$ cat config.mk
export PLATFORM = sky130hd
export DESIGN_NAME = rv64_idu
export DESIGN_NICKNAME = d
export VERILOG_FILES = /design/src/rv64_idu_pkg.sv /design/src/rv64_idu.sv /design/src/rv64_gpr_file.sv /design/src/rv64_imm_gen.sv /design/src/rv64_inst_decoder.sv
export VERILOG_INCLUDE_DIRS = /design/src
export SDC_FILE = /design/constraint.sdc
export NUM_CORES = 2
export LEC_CHECK = 0
export ABC_AREA = 0
export BUFFER_PORTS_ARGS = -buffer_cell sky130_fd_sc_hd__buf_2
export CAP_MARGIN = 40
export CORE_MARGIN = 2
export CORE_UTILIZATION = 40
export CTS_BUF_LIST = sky130_fd_sc_hd__clkbuf_8
export DETAILED_ROUTE_END_ITERATION = 6
export SLEW_MARGIN = 20
export SYNTH_ARGS = -nofsm -noshare
export SYNTH_HDL_FRONTEND = slang
export SYNTH_HIERARCHICAL = 1
export SYNTH_SLANG_ARGS = --single-unit
$ cat constraint.sdc
create_clock -name i_clk -period 4.2 [get_ports i_clk]
set_input_delay 0.21 -clock i_clk [delete_from_list [all_inputs] [get_ports i_clk]]
set_output_delay 0.21 -clock i_clk [all_outputs]
set_load 0.02 [all_outputs]
$ cat src/rv64_idu_settings.svh
// holds RV64I encodings only and leaves out the M, Zicsr and compressed opcodes
`ifndef RV64_IDU_SETTINGS_SVH
`define RV64_IDU_SETTINGS_SVH

`define XLEN          64
`define INST_W        32
`define REG_ADDR_W    5
`define NUM_GPR       32
`define ALU_CTR_W     5
`define MEM_OP_W      3
`define BR_FUNC_W     3
`define EX_CTR_W      4
`define IMM_FMT_W     3

// major opcodes
`define OPC_LUI       7'b0110111
`define OPC_AUIPC     7'b0010111
`define OPC_JAL       7'b1101111
`define OPC_JALR      7'b1100111
`define OPC_BRANCH    7'b1100011
`define OPC_LOAD      7'b0000011
`define OPC_STORE     7'b0100011
`define OPC_OP_IMM    7'b0010011
`define OPC_OP        7'b0110011
`define OPC_OP_IMM_32 7'b0011011
`define OPC_OP_32     7'b0111011
`define OPC_SYSTEM    7'b1110011
`define INST_EBREAK   32'h00100073

`define ALU_COPY_IMM  5'b01111
`define ALU_ADD       5'b00000
`define ALU_SUB       5'b00001
`define ALU_SLT       5'b00010  // also signed branch compare
`define ALU_SLTU      5'b00011  // also unsigned branch compare
`define ALU_XOR       5'b00100
`define ALU_AND       5'b00101
`define ALU_OR        5'b00110
`define ALU_SLL       5'b00111
`define ALU_SRL       5'b01000
`define ALU_SRA       5'b01001
`define ALU_INVALID   5'b11111

`define MEM_LB        3'b000  // sb shares it
`define MEM_LBU       3'b001
`define MEM_LH        3'b010  // sh shares it
`define MEM_LHU       3'b011
`define MEM_LW        3'b100  // sw shares it
`define MEM_LWU       3'b101
`define MEM_LD        3'b110  // sd shares it
`define MEM_NONE      3'b111

`define BR_NONE       3'b000
`define BR_JAL        3'b001
`define BR_JALR       3'b010
`define BR_BEQ        3'b100
`define BR_BNE        3'b101
`define BR_BLT        3'b110  // bltu too, alu code tells them apart
`define BR_BGE        3'b111  // bgeu too

`define EX_EBREAK     4'b1110
`define EX_NONE       4'b1111

`define IMM_I         3'b000
`define IMM_U         3'b001
`define IMM_S         3'b010
`define IMM_B         3'b011
`define IMM_J         3'b100
`define IMM_NONE      3'b111

`endif
$ cat src/rv64_idu_pkg.sv
// field order of idu_ctrl_t is shared with the execute and memory stages and must move with them
`include "rv64_idu_settings.svh"

package rv64_idu_pkg;

  typedef logic [`XLEN-1:0]       xlen_t;
  typedef logic [`INST_W-1:0]     inst_t;
  typedef logic [`REG_ADDR_W-1:0] reg_addr_t;

  typedef logic [`ALU_CTR_W-1:0]  alu_ctr_t;
  typedef logic [`MEM_OP_W-1:0]   mem_op_t;
  typedef logic [`BR_FUNC_W-1:0]  br_func_t;
  typedef logic [`EX_CTR_W-1:0]   ex_ctr_t;
  typedef logic [`IMM_FMT_W-1:0]  imm_fmt_t;

  // control bundle handed to the later stages
  typedef struct packed {
    logic       reg_wr;      // write rd at writeback
    logic       mem_to_reg;  // rd takes load data
    logic       mem_wr;
    logic       mem_re;
    mem_op_t    mem_op;      // access size and sign
    logic       alu_a_src;   // 0 rs1, 1 pc
    logic [1:0] alu_b_src;   // 00 rs2, 01 imm, 10 const 4
    alu_ctr_t   alu_ctr;
    br_func_t   br_func;
    logic       word_cut;    // 32-bit op, sign-extend result
    ex_ctr_t    ex_ctr;
    logic       invalid;
  } idu_ctrl_t;

endpackage

$ cat src/rv64_idu.sv
// decode and immediate are combinational and register reads see writes from earlier clock edges only
`timescale 1ns/10ps

module rv64_idu (
  input  logic                    i_clk,
  input  logic                    i_arst_n,
  input  rv64_idu_pkg::inst_t     i_inst,
  input  logic                    i_ws_rf_wen,
  input  rv64_idu_pkg::reg_addr_t i_ws_rf_waddr,
  input  rv64_idu_pkg::xlen_t     i_gpr_wdata,
  output rv64_idu_pkg::reg_addr_t o_rd,
  output rv64_idu_pkg::xlen_t     o_rs1_data,
  output rv64_idu_pkg::xlen_t     o_rs2_data,
  output rv64_idu_pkg::xlen_t     o_imm,
  output rv64_idu_pkg::idu_ctrl_t o_ctrl
);
  import rv64_idu_pkg::*;

  reg_addr_t rs1_addr;
  reg_addr_t rs2_addr;
  imm_fmt_t  imm_fmt;

  assign o_rd     = i_inst[11:7];
  assign rs1_addr = i_inst[19:15];
  assign rs2_addr = i_inst[24:20];

  rv64_inst_decoder u_decoder (
    .i_inst    (i_inst),
    .o_ctrl    (o_ctrl),
    .o_imm_fmt (imm_fmt)
  );

  rv64_imm_gen u_imm_gen (
    .i_inst    (i_inst),
    .i_imm_fmt (imm_fmt),
    .o_imm     (o_imm)
  );

  // write port follows writeback, not the decoded rd
  rv64_gpr_file u_gpr_file (
    .i_clk    (i_clk),
    .i_arst_n (i_arst_n),
    .i_raddr1 (rs1_addr),
    .i_raddr2 (rs2_addr),
    .i_waddr  (i_ws_rf_waddr),
    .i_wdata  (i_gpr_wdata),
    .i_wen    (i_ws_rf_wen),
    .o_rdata1 (o_rs1_data),
    .o_rdata2 (o_rs2_data)
  );

endmodule

$ cat src/rv64_gpr_file.sv
// x0 reads as zero and reads are combinational with no bypass of a write in the same cycle
`timescale 1ns/10ps
`include "rv64_idu_settings.svh"

module rv64_gpr_file (
  input  logic                    i_clk,
  input  logic                    i_arst_n,
  input  rv64_idu_pkg::reg_addr_t i_raddr1,
  input  rv64_idu_pkg::reg_addr_t i_raddr2,
  input  rv64_idu_pkg::reg_addr_t i_waddr,
  input  rv64_idu_pkg::xlen_t     i_wdata,
  input  logic                    i_wen,
  output rv64_idu_pkg::xlen_t     o_rdata1,
  output rv64_idu_pkg::xlen_t     o_rdata2
);
  import rv64_idu_pkg::*;

  xlen_t gpr_q [`NUM_GPR];

  always_ff @(posedge i_clk or negedge i_arst_n) begin
    if (!i_arst_n) begin
      for (int i = 0; i < `NUM_GPR; i++) begin
        gpr_q[i] <= '0;
      end
    end else if (i_wen && (i_waddr != '0)) begin  // x0 writes dropped
      gpr_q[i_waddr] <= i_wdata;
    end
  end

  assign o_rdata1 = (i_raddr1 == '0) ? '0 : gpr_q[i_raddr1];
  assign o_rdata2 = (i_raddr2 == '0) ? '0 : gpr_q[i_raddr2];

endmodule

$ cat src/rv64_imm_gen.sv
// every format sign-extends from inst[31] and the none format gives a zero immediate
`timescale 1ns/10ps
`include "rv64_idu_settings.svh"

module rv64_imm_gen (
  input  rv64_idu_pkg::inst_t    i_inst,
  input  rv64_idu_pkg::imm_fmt_t i_imm_fmt,
  output rv64_idu_pkg::xlen_t    o_imm
);
  import rv64_idu_pkg::*;

  xlen_t imm_i;
  xlen_t imm_u;
  xlen_t imm_s;
  xlen_t imm_b;
  xlen_t imm_j;

  assign imm_i = {{(`XLEN-12){i_inst[31]}}, i_inst[31:20]};
  assign imm_u = {{(`XLEN-32){i_inst[31]}}, i_inst[31:12], 12'b0};
  assign imm_s = {{(`XLEN-12){i_inst[31]}}, i_inst[31:25], i_inst[11:7]};
  // bit 12 comes from the sign fill
  assign imm_b = {{(`XLEN-12){i_inst[31]}}, i_inst[7], i_inst[30:25], i_inst[11:8], 1'b0};
  assign imm_j = {{(`XLEN-20){i_inst[31]}}, i_inst[19:12], i_inst[20], i_inst[30:21], 1'b0};

  always_comb begin
    case (i_imm_fmt)
      `IMM_I:    o_imm = imm_i;
      `IMM_U:    o_imm = imm_u;
      `IMM_S:    o_imm = imm_s;
      `IMM_B:    o_imm = imm_b;
      `IMM_J:    o_imm = imm_j;
      `IMM_NONE: o_imm = '0;  // R type
      default:   o_imm = '0;
    endcase
  end

endmodule

$ cat src/rv64_inst_decoder.sv
// pure RV64I decode where M, Zicsr, ecall, mret and fence all fall through as invalid
`timescale 1ns/10ps
`include "rv64_idu_settings.svh"

module rv64_inst_decoder (
  input  rv64_idu_pkg::inst_t     i_inst,
  output rv64_idu_pkg::idu_ctrl_t o_ctrl,
  output rv64_idu_pkg::imm_fmt_t  o_imm_fmt
);
  import rv64_idu_pkg::*;

  wire [6:0] opcode = i_inst[6:0];
  wire [2:0] funct3 = i_inst[14:12];
  wire [6:0] funct7 = i_inst[31:25];

  wire f7_base  = (funct7 == 7'b0000000);
  wire f7_alt   = (funct7 == 7'b0100000);
  wire sh6_base = (funct7[6:1] == 6'b000000);  // 64-bit shamt uses bit 25
  wire sh6_alt  = (funct7[6:1] == 6'b010000);

  wire op_lui    = (opcode == `OPC_LUI);
  wire op_auipc  = (opcode == `OPC_AUIPC);
  wire op_jal    = (opcode == `OPC_JAL);
  wire op_jalr   = (opcode == `OPC_JALR);
  wire op_branch = (opcode == `OPC_BRANCH);
  wire op_load   = (opcode == `OPC_LOAD);
  wire op_store  = (opcode == `OPC_STORE);
  wire op_imm    = (opcode == `OPC_OP_IMM);
  wire op_reg    = (opcode == `OPC_OP);
  wire op_imm32  = (opcode == `OPC_OP_IMM_32);
  wire op_reg32  = (opcode == `OPC_OP_32);
  wire op_system = (opcode == `OPC_SYSTEM);

  wire inst_jalr   = op_jalr & (funct3 == 3'b000);
  wire inst_beq    = op_branch & (funct3 == 3'b000);
  wire inst_bne    = op_branch & (funct3 == 3'b001);
  wire inst_blt    = op_branch & (funct3 == 3'b100);
  wire inst_bge    = op_branch & (funct3 == 3'b101);
  wire inst_bltu   = op_branch & (funct3 == 3'b110);
  wire inst_bgeu   = op_branch & (funct3 == 3'b111);
  wire inst_lb     = op_load & (funct3 == 3'b000);
  wire inst_lh     = op_load & (funct3 == 3'b001);
  wire inst_lw     = op_load & (funct3 == 3'b010);
  wire inst_ld     = op_load & (funct3 == 3'b011);
  wire inst_lbu    = op_load & (funct3 == 3'b100);
  wire inst_lhu    = op_load & (funct3 == 3'b101);
  wire inst_lwu    = op_load & (funct3 == 3'b110);
  wire inst_sb     = op_store & (funct3 == 3'b000);
  wire inst_sh     = op_store & (funct3 == 3'b001);
  wire inst_sw     = op_store & (funct3 == 3'b010);
  wire inst_sd     = op_store & (funct3 == 3'b011);
  wire inst_addi   = op_imm & (funct3 == 3'b000);
  wire inst_slti   = op_imm & (funct3 == 3'b010);
  wire inst_sltiu  = op_imm & (funct3 == 3'b011);
  wire inst_xori   = op_imm & (funct3 == 3'b100);
  wire inst_ori    = op_imm & (funct3 == 3'b110);
  wire inst_andi   = op_imm & (funct3 == 3'b111);
  wire inst_slli   = op_imm & (funct3 == 3'b001) & sh6_base;
  wire inst_srli   = op_imm & (funct3 == 3'b101) & sh6_base;
  wire inst_srai   = op_imm & (funct3 == 3'b101) & sh6_alt;
  wire inst_add    = op_reg & (funct3 == 3'b000) & f7_base;
  wire inst_sub    = op_reg & (funct3 == 3'b000) & f7_alt;
  wire inst_sll    = op_reg & (funct3 == 3'b001) & f7_base;
  wire inst_slt    = op_reg & (funct3 == 3'b010) & f7_base;
  wire inst_sltu   = op_reg & (funct3 == 3'b011) & f7_base;
  wire inst_xor    = op_reg & (funct3 == 3'b100) & f7_base;
  wire inst_srl    = op_reg & (funct3 == 3'b101) & f7_base;
  wire inst_sra    = op_reg & (funct3 == 3'b101) & f7_alt;
  wire inst_or     = op_reg & (funct3 == 3'b110) & f7_base;
  wire inst_and    = op_reg & (funct3 == 3'b111) & f7_base;
  wire inst_addiw  = op_imm32 & (funct3 == 3'b000);
  wire inst_slliw  = op_imm32 & (funct3 == 3'b001) & f7_base;
  wire inst_srliw  = op_imm32 & (funct3 == 3'b101) & f7_base;
  wire inst_sraiw  = op_imm32 & (funct3 == 3'b101) & f7_alt;
  wire inst_addw   = op_reg32 & (funct3 == 3'b000) & f7_base;
  wire inst_subw   = op_reg32 & (funct3 == 3'b000) & f7_alt;
  wire inst_sllw   = op_reg32 & (funct3 == 3'b001) & f7_base;
  wire inst_srlw   = op_reg32 & (funct3 == 3'b101) & f7_base;
  wire inst_sraw   = op_reg32 & (funct3 == 3'b101) & f7_alt;
  wire inst_ebreak = op_system & (i_inst == `INST_EBREAK);

  wire inst_load  = |{inst_lb, inst_lh, inst_lw, inst_ld, inst_lbu, inst_lhu, inst_lwu};
  wire inst_store = |{inst_sb, inst_sh, inst_sw, inst_sd};
  wire inst_word  = |{inst_addiw, inst_slliw, inst_srliw, inst_sraiw,
                      inst_addw, inst_subw, inst_sllw, inst_srlw, inst_sraw};

  wire type_r = |{inst_add, inst_sub, inst_sll, inst_slt, inst_sltu, inst_xor, inst_srl,
                  inst_sra, inst_or, inst_and, inst_addw, inst_subw, inst_sllw, inst_srlw,
                  inst_sraw};
  wire type_i = |{inst_jalr, inst_load, inst_addi, inst_slti, inst_sltiu, inst_xori,
                  inst_ori, inst_andi, inst_slli, inst_srli, inst_srai, inst_addiw,
                  inst_slliw, inst_srliw, inst_sraiw, inst_ebreak};
  wire type_u = op_lui | op_auipc;
  wire type_s = inst_store;
  wire type_b = |{inst_beq, inst_bne, inst_blt, inst_bge, inst_bltu, inst_bgeu};
  wire type_j = op_jal;

  // alu operation groups, at most one is set
  wire alu_copy = op_lui;
  wire alu_add  = |{op_auipc, op_jal, inst_jalr, inst_addi, inst_add, inst_load, inst_store,
                    inst_addiw, inst_addw};
  wire alu_sub  = inst_sub | inst_subw;
  wire alu_slt  = |{inst_beq, inst_bne, inst_blt, inst_bge, inst_slt, inst_slti};
  wire alu_sltu = |{inst_bltu, inst_bgeu, inst_sltu, inst_sltiu};
  wire alu_xor  = inst_xor | inst_xori;
  wire alu_and  = inst_and | inst_andi;
  wire alu_or   = inst_or | inst_ori;
  wire alu_sll  = |{inst_sll, inst_slli, inst_slliw, inst_sllw};
  wire alu_srl  = |{inst_srl, inst_srli, inst_srliw, inst_srlw};
  wire alu_sra  = |{inst_sra, inst_srai, inst_sraiw, inst_sraw};

  alu_ctr_t alu_ctr;
  mem_op_t  mem_op;
  br_func_t br_func;
  ex_ctr_t  ex_ctr;

  always_comb begin
    case ({type_i, type_u, type_s, type_b, type_j})
      5'b10000: o_imm_fmt = `IMM_I;
      5'b01000: o_imm_fmt = `IMM_U;
      5'b00100: o_imm_fmt = `IMM_S;
      5'b00010: o_imm_fmt = `IMM_B;
      5'b00001: o_imm_fmt = `IMM_J;
      default:  o_imm_fmt = `IMM_NONE;  // R type and unknown
    endcase
  end

  always_comb begin
    case ({alu_copy, alu_add, alu_sub, alu_slt, alu_sltu, alu_xor, alu_and, alu_or,
           alu_sll, alu_srl, alu_sra})
      11'b100_0000_0000: alu_ctr = `ALU_COPY_IMM;
      11'b010_0000_0000: alu_ctr = `ALU_ADD;
      11'b001_0000_0000: alu_ctr = `ALU_SUB;
      11'b000_1000_0000: alu_ctr = `ALU_SLT;
      11'b000_0100_0000: alu_ctr = `ALU_SLTU;
      11'b000_0010_0000: alu_ctr = `ALU_XOR;
      11'b000_0001_0000: alu_ctr = `ALU_AND;
      11'b000_0000_1000: alu_ctr = `ALU_OR;
      11'b000_0000_0100: alu_ctr = `ALU_SLL;
      11'b000_0000_0010: alu_ctr = `ALU_SRL;
      11'b000_0000_0001: alu_ctr = `ALU_SRA;
      default:           alu_ctr = `ALU_INVALID;
    endcase
  end

  always_comb begin
    case ({inst_lb | inst_sb, inst_lbu, inst_lh | inst_sh, inst_lhu, inst_lw | inst_sw,
           inst_lwu, inst_ld | inst_sd})
      7'b100_0000: mem_op = `MEM_LB;
      7'b010_0000: mem_op = `MEM_LBU;
      7'b001_0000: mem_op = `MEM_LH;
      7'b000_1000: mem_op = `MEM_LHU;
      7'b000_0100: mem_op = `MEM_LW;
      7'b000_0010: mem_op = `MEM_LWU;
      7'b000_0001: mem_op = `MEM_LD;
      default:     mem_op = `MEM_NONE;
    endcase
  end

  always_comb begin
    case ({op_jal, inst_jalr, inst_beq, inst_bne, inst_blt | inst_bltu, inst_bge | inst_bgeu})
      6'b10_0000: br_func = `BR_JAL;
      6'b01_0000: br_func = `BR_JALR;
      6'b00_1000: br_func = `BR_BEQ;
      6'b00_0100: br_func = `BR_BNE;
      6'b00_0010: br_func = `BR_BLT;
      6'b00_0001: br_func = `BR_BGE;
      default:    br_func = `BR_NONE;
    endcase
  end

  always_comb begin
    case ({alu_ctr == `ALU_INVALID, inst_ebreak})
      2'b11:   ex_ctr = `EX_EBREAK;
      default: ex_ctr = `EX_NONE;
    endcase
  end

  always_comb begin
    o_ctrl.reg_wr     = (type_r | type_i | type_u | type_j) & ~inst_ebreak;
    o_ctrl.mem_to_reg = inst_load;
    o_ctrl.mem_wr     = type_s;
    o_ctrl.mem_re     = inst_load;
    o_ctrl.mem_op     = mem_op;
    o_ctrl.alu_a_src  = op_jal | inst_jalr | op_auipc;  // pc based
    o_ctrl.alu_b_src  = {op_jal | inst_jalr, (type_i | type_u | type_s) & ~inst_jalr};
    o_ctrl.alu_ctr    = alu_ctr;
    o_ctrl.br_func    = br_func;
    o_ctrl.word_cut   = inst_word;
    o_ctrl.ex_ctr     = ex_ctr;
    // all-zero word is a pipeline bubble, not a fault
    o_ctrl.invalid    = (alu_ctr == `ALU_INVALID) && (ex_ctr == `EX_NONE) && (i_inst != '0);
  end

endmodule

## Word-level counts from Yosys, hierarchy flattened

Index checks and enable logic that the tools add are counted.

| cells by class | value |
|---|---|
| $lt $le $gt $ge | 4 |
| equal/unequal tests | 58 |
| muxes and demuxes | 17 |
| bitwise gates (word level) | 87 |
| reduce and logical (&&, ||, !) cells | 24 |

Operators by type and width:

| cell | number |
|---|---|
| 2048-bit bitwise mux | 1 |
| 64-bit binary-select mux with 5-bit select | 2 |
| 64-bit 2-to-1 mux | 7 |
| 64-bit demux with 5-bit select | 1 |
| 64-bit one-hot mux with 5 select lines | 1 |
| 1-bit bitwise AND | 64 |
| 5-bit one-hot mux with 11 select lines | 1 |
| 7-bit by 6-bit equality test with 1-bit output, second input constant | 6 |
| 7-bit equality test, second input constant | 5 |
| 32-bit by 21-bit equality test with 1-bit output, second input constant | 1 |
| 32-bit nonzero test | 1 |
| 7-bit by 5-bit equality test with 1-bit output, second input constant | 4 |
| 22-bit OR reduction | 1 |
| 3-bit one-hot mux with 7 select lines | 1 |
| 4-bit OR reduction | 5 |
| 6-bit >= comparator, second input constant | 3 |
| 5-bit NOT with 6-bit output | 3 |
| 1-bit OR | 18 |
| 3-bit one-hot mux with 6 select lines | 1 |
| 18-bit OR reduction | 1 |
| 3-bit equality test, second input constant | 5 |
| 3-bit one-hot mux with 5 select lines | 1 |
| 15-bit OR reduction | 1 |
| 7-bit by 2-bit equality test with 1-bit output, second input constant | 2 |
| other kinds (41) | 54 |

| storage, ports and cells | value |
|---|---|
| register bits | 2048 |
| output and inout port bits | 221 |
| logic and storage cells | 222 |

## Logic depth before layout (Yosys ltp)

| depth | value |
|---|---|
| depth in word-level cells | 12 |
| mapped depth | 11 |

## Hierarchy

Netlist, hierarchy kept.

By module, submodules not included:

| module | instances | cells an instance | area each (µm²) | sequential area each (µm²) |
|---|---|---|---|---|
| rv64_gpr_file | 1 | 6987 | 108101.2 | 51249.2 |
| rv64_inst_decoder | 1 | 133 | 928.4 | 0.0 |
| rv64_imm_gen | 1 | 106 | 790.8 | 0.0 |
| rv64_idu | 1 | 5 | 37.5 | 0.0 |

## Least setup slack after synthesis

OpenSTA, ideal clock, no wires.

| timing path | value |
|---|---|
| path type | input to output |
| start point | input i_inst[14] |
| end point | output o_imm[32] |
| arrival time | 2.818 ns |
| data required time | 3.990 ns |
| path slack | 1.172 ns |
| cell stages on the path | 11 |
| buffers on the path | 3 |
| path through | buf_2 > nor4_4 > nand3_1 > or3_1 > or2_4 > o21ai_2 > nor2_1 > clkbuf_8 > o21ai_0 > and2_1 > buf_4 |

| on the way | value |
|---|---|
| cells in the longest elaborated chain, start to end | 8 |
| elaborated cells on any way between the ends | 60 |

RTL lines:

| element | RTL line | text |
|---|---|---|
| start: declaration | rv64_idu.sv:7 | `input rv64_idu_pkg::inst_t i_inst,` |
| parallel branches: the longest is 5 deep, another holds 32-bit by 21-bit equality test with 1-bit output | - |  |
| 3-bit one-hot mux with 5 select lines (*) | rv64_inst_decoder.sv:118 | `case ({type_i, type_u, type_s, type_b, type_j})` |
| via imm_fmt[1] | rv64_idu.sv:21 | `imm_fmt_t imm_fmt;` |
| 3-bit equality test (tied with other cells) | rv64_imm_gen.sv:26 | `case (i_imm_fmt)` |
| 64-bit one-hot mux with 5 select lines (*) | rv64_imm_gen.sv:26 |  |
| end: declaration | rv64_idu.sv:14 | `output rv64_idu_pkg::xlen_t o_imm,` |

Mark *: on every way through the listed nets, which the timed path passes.

## Final worst setup path

| timing path | value |
|---|---|
| start point | register u_gpr_file/gpr_q[1805] (netlist bit) |
| end point | output o_rs1_data[13] |

| on the way | value |
|---|---|
| cells in the longest elaborated chain, start to end | 4 |

RTL lines:

| element | RTL line | text |
|---|---|---|
| start: declaration | rv64_gpr_file.sv:18 | `` xlen_t gpr_q [`NUM_GPR]; `` |
| start signal: indexed assignment | rv64_gpr_file.sv:26 | `gpr_q[i_waddr] <= i_wdata;` |
| 64-bit binary-select mux with 5-bit select | rv64_gpr_file.sv:30 | `assign o_rdata1 = (i_raddr1 == '0) ? '0 : gpr_q[i_raddr1];` |
| 64-bit 2-to-1 mux (implied by the code) (2 in a row) | rv64_gpr_file.sv:30 |  |
| 64-bit 2-to-1 mux | rv64_gpr_file.sv:30 |  |
| end: declaration | rv64_idu.sv:12 | `output rv64_idu_pkg::xlen_t o_rs1_data,` |

Every way passes these cells. The select of a mux whose other input is x is not followed.

==> flow_summary.json <==
{
  "max-clock-path-buffers": 4,
  "die-width_um": 528.1,
  "run_status": "complete, no violations",
  "ys_ff_latch": 2048,
  "pwr_density_cell_nw_per_um2": 463.6,
  "area.growth.synth_to_final_pct": 12.61,
  "critical-path-slowest-cell": "a2111oi_0",
  "r2r_start": "u_gpr_file/gpr_q[1337]$_DFFE_PN0P_",
  "drv_slew": 0,
  "htree_levels": 5,
  "cts_setup_buffers": 0,
  "numClockSinks": 2048,
  "finalSetupViolCount": 0,
  "fp.coreArea_sq_um": 273400,
  "tritoncts.num_buffers": 374,
  "worstPathCellList": "mux4_2, mux2_2, a2111oi_0, buf_4, nor3_1, buf_2",
  "clock-skew-final_ns": 0,
  "synthDominantCellAreaShare_pct": 46.65,
  "cp.required_ns": 3.99,
  "highest_clock_rate_mhz": 264.9,
  "vias_in_the_first_global_route": 74490,
  "antenna_left": 0,
  "cts_root_buffer": "clkbuf_8",
  "fin_crit_sh_pct": 89.88,
  "final_wl_mm": 375.2,
  "largest-register": "u_gpr_file/gpr_q",
  "synth.most_common_cell": "mux2_2",
  "yosysWarningCount": 6,
  "classification_of_the_worst_slack_hold_path": "input port to flip-flop",
  "post-layout-total-power_uw": 57350,
  "die_extent_in_y_um": 528.1,
  "synth_cell_types": 79,
  "hold_violations": 0,
  "hpwlAfterDp_mm": 212.7,
  "antenna_violations_before_repair": 26,
  "tritoncts": "yes",
  "fin_cells": 11240,
  "clk_pin_slew_worst_paths_ns": 0.06,
  "timing_startpoint_of_the_critical_path": "u_gpr_file/gpr_q[1805]$_DFFE_PN0P_",
  "reg.largest.list": "u_gpr_file/gpr_q (2048)",
  "finalWeightedCongestion": 0.8968,
  "initial_detailed_routing_violation_count": 6278,
  "finalSetupTns_ns": 0,
  "grt_use_total_pct": 26.72,
  "ios": 325,
  "timing.critical_path.slowest_cell_delay_ns": 0.78,
  "worstMarginPinSlew_ns": 0.9842,
  "synth_edf_count": 0,
  "maximum_number_of_pins_on_one_net_before_global_route_repair": 129,
  "synthTopCellsByCount": "2069 x mux2_2, 2048 x dfrtp_1, 973 x mux4_2, 528 x clkbuf_1, 344 x mux2i_1",
  "largest_register_ffs": 2048,
  "drcViolationCount": 0,
  "worstPathArrival_ns": 3.56,
  "dr_wl_cell_um": 33.38,
  "filler_cell_count": 24080,
  "dieArea_sq_um": 278900,
  "synth_async_sr_flop_share_pct": 100.0,
  "dr.pass1.iters": 7,
  "floorplan.rows": 192,
  "peak_ir_drop_on_the_vdd_network_v": 0.0004110,
  "biggest_fanout_along_the_worst_timing_path": 3,
  "nets": 7493,
  "cts_resized": 0,
  "postSynth.topFlopCell": "dfrtp_1",
  "cap_viol_max_count": 0,
  "grt_setup_unrepaired": "no",
  "gate_count_post_synth": 7231,
  "viasPerCell": 6.342,
  "final_layout_size_suffix_gt1_share_pct": 55.45,
  "netlist.top_cell.by_area": "dfrtp_1",
  "detailroute.via_count": 71280,
  "critical_path_class": "flip-flop to output port",
  "syn_area_per_cell_sq_um": 15.19,
  "grt_first_pass_wirelength_mm": 544.1,
  "clkLatencyLatePin_ns": 1.08,
  "synth_area_sq_um": 109900,
  "initial_utilization_pct": 40.18,
  "number_of_buffers_inserted_by_hold_repair_at_cts": 73,
  "setup.worst_path.start_class": "flip-flop",
  "port_buffers": 321,
  "min_from": "i_gpr_wdata[44]",
  "worstSetupEndpointType": "output port",
  "number_of_placed_instances_with_taps_included": 10530,
  "relSlewSlack_pct": 34.38,
  "congestion_overflow_gr": 0,
  "postLayoutCoreUtil_pct": 45.25,
  "power.static_leakage_uw": 0.05410,
  "synth.top_cells.by_area": "dfrtp_1 47%, mux2_2 21%, mux4_2 20%, mux2i_1 3.1%, clkbuf_1 1.8%",
  "synth.yosys.seq_area_share_pct": 46.65,
  "period_minus_slack_ns": 3.775
}
## where the power goes
part	switching, uW	internal, uW	total (uW)
Clock	8620	10100	18800
Combinational	5200	7230	12400
Sequential	2670	23500	26200
## critical path, delay by kind of cell (launching register included)
kind                   cells  cell delay, ns
AOI/OAI and AO/OA          1            0.78
muxes                      2            0.75
buffers and inverters      2            0.47
DFF                        1            0.40
and+or+nand+nor            1            0.10
## metrics by stage
step | hold WS (ns) | area (sq um) | setup slack (ns)
finish | 0.2891 | 123700 | 0.4252
global route | 0.2799 | 123700 | 0.3406
CTS | 0.1903 | 123700 | 0.2917
detailed placement | 0.2873 | 115700 | 0.4365
global placement | 0.2796 | 115500 | 0.4290
floorplan | -0.08559 | 109900 | 1.173
## cell families (layout without fill, tap and decap cells)
| logic type | after synthesis | after routing | synth area share [%] |
|---|---|---|---|
| multiplexers | 3386 | 3386 | 44.29 |
| flip-flops | 2048 | 2048 | 46.65 |
| buffers and inverters | 902 | 1308 | 3.716 |
| AO/OA/AOI/OAI | 459 | 459 | 3.266 |
| AND/OR/NAND/NOR | 433 | 433 | 2.058 |
| XOR/XNOR | 2 | 2 | 0.01595 |
| other | 1 | 14 | 0.003414 |
## cell type report
cell class,count,area [sq um],area share (%)
multi-input cells,4283,54870,44.35
flip-flops and latches,2048,51250,41.43
clock buffers,462,6359,5.140
repair buffers,667,5808,4.695
well taps,3589,4491,3.630
clock inverters,164,834.6,0.6746
inverters,15,71.32,0.05765
diodes,11,27.53,0.02225
## worst paths after layout
kind / endpoint / slack [ns] / depth (start not counted)
setup / recovery: o_rs1_data[13] / 0.43 / 6
hold / removal: u_gpr_file/gpr_q[1964]$_DFFE_PN0P_ / 0.29 / 3
setup reg to reg: u_gpr_file/gpr_q[1337]$_DFFE_PN0P_ / 3.39 / 1
hold reg to reg: u_gpr_file/gpr_q[2003]$_DFFE_PN0P_ / 0.39 / 0
max in group asynchronous: u_gpr_file/gpr_q[1507]$_DFFE_PN0P_ / 2.76 / 5
min in group asynchronous: u_gpr_file/gpr_q[1012]$_DFFE_PN0P_ / 0.53 / 4
## cells in the final DEF (no fill, tap or decap), types with 39 or more instances in the layout
cell type,n
mux2i_1,344
dlygate4sd3_1,72
a221oi_1,83
dfrtp_1,2048
inv_1,128
nand2_1,170
mux4_2,973
nor3_1,43
buf_2,314
buf_4,166
mux2_2,2069
clkbuf_8,463
buf_12,101
o221ai_1,115
o22ai_1,39
## routing by layer
| layer | wire length [um] | track usage (%) |
|---|---|---|
| met2 | 175000 | 42.19 |
| met4 | 14210 | 9.648 |
| met1 | 159100 | 36.72 |
| met5 | 330 | 0 |
| met3 | 26570 | 5.142 |
No activity file was read; power rests on OpenSTA's default activity.
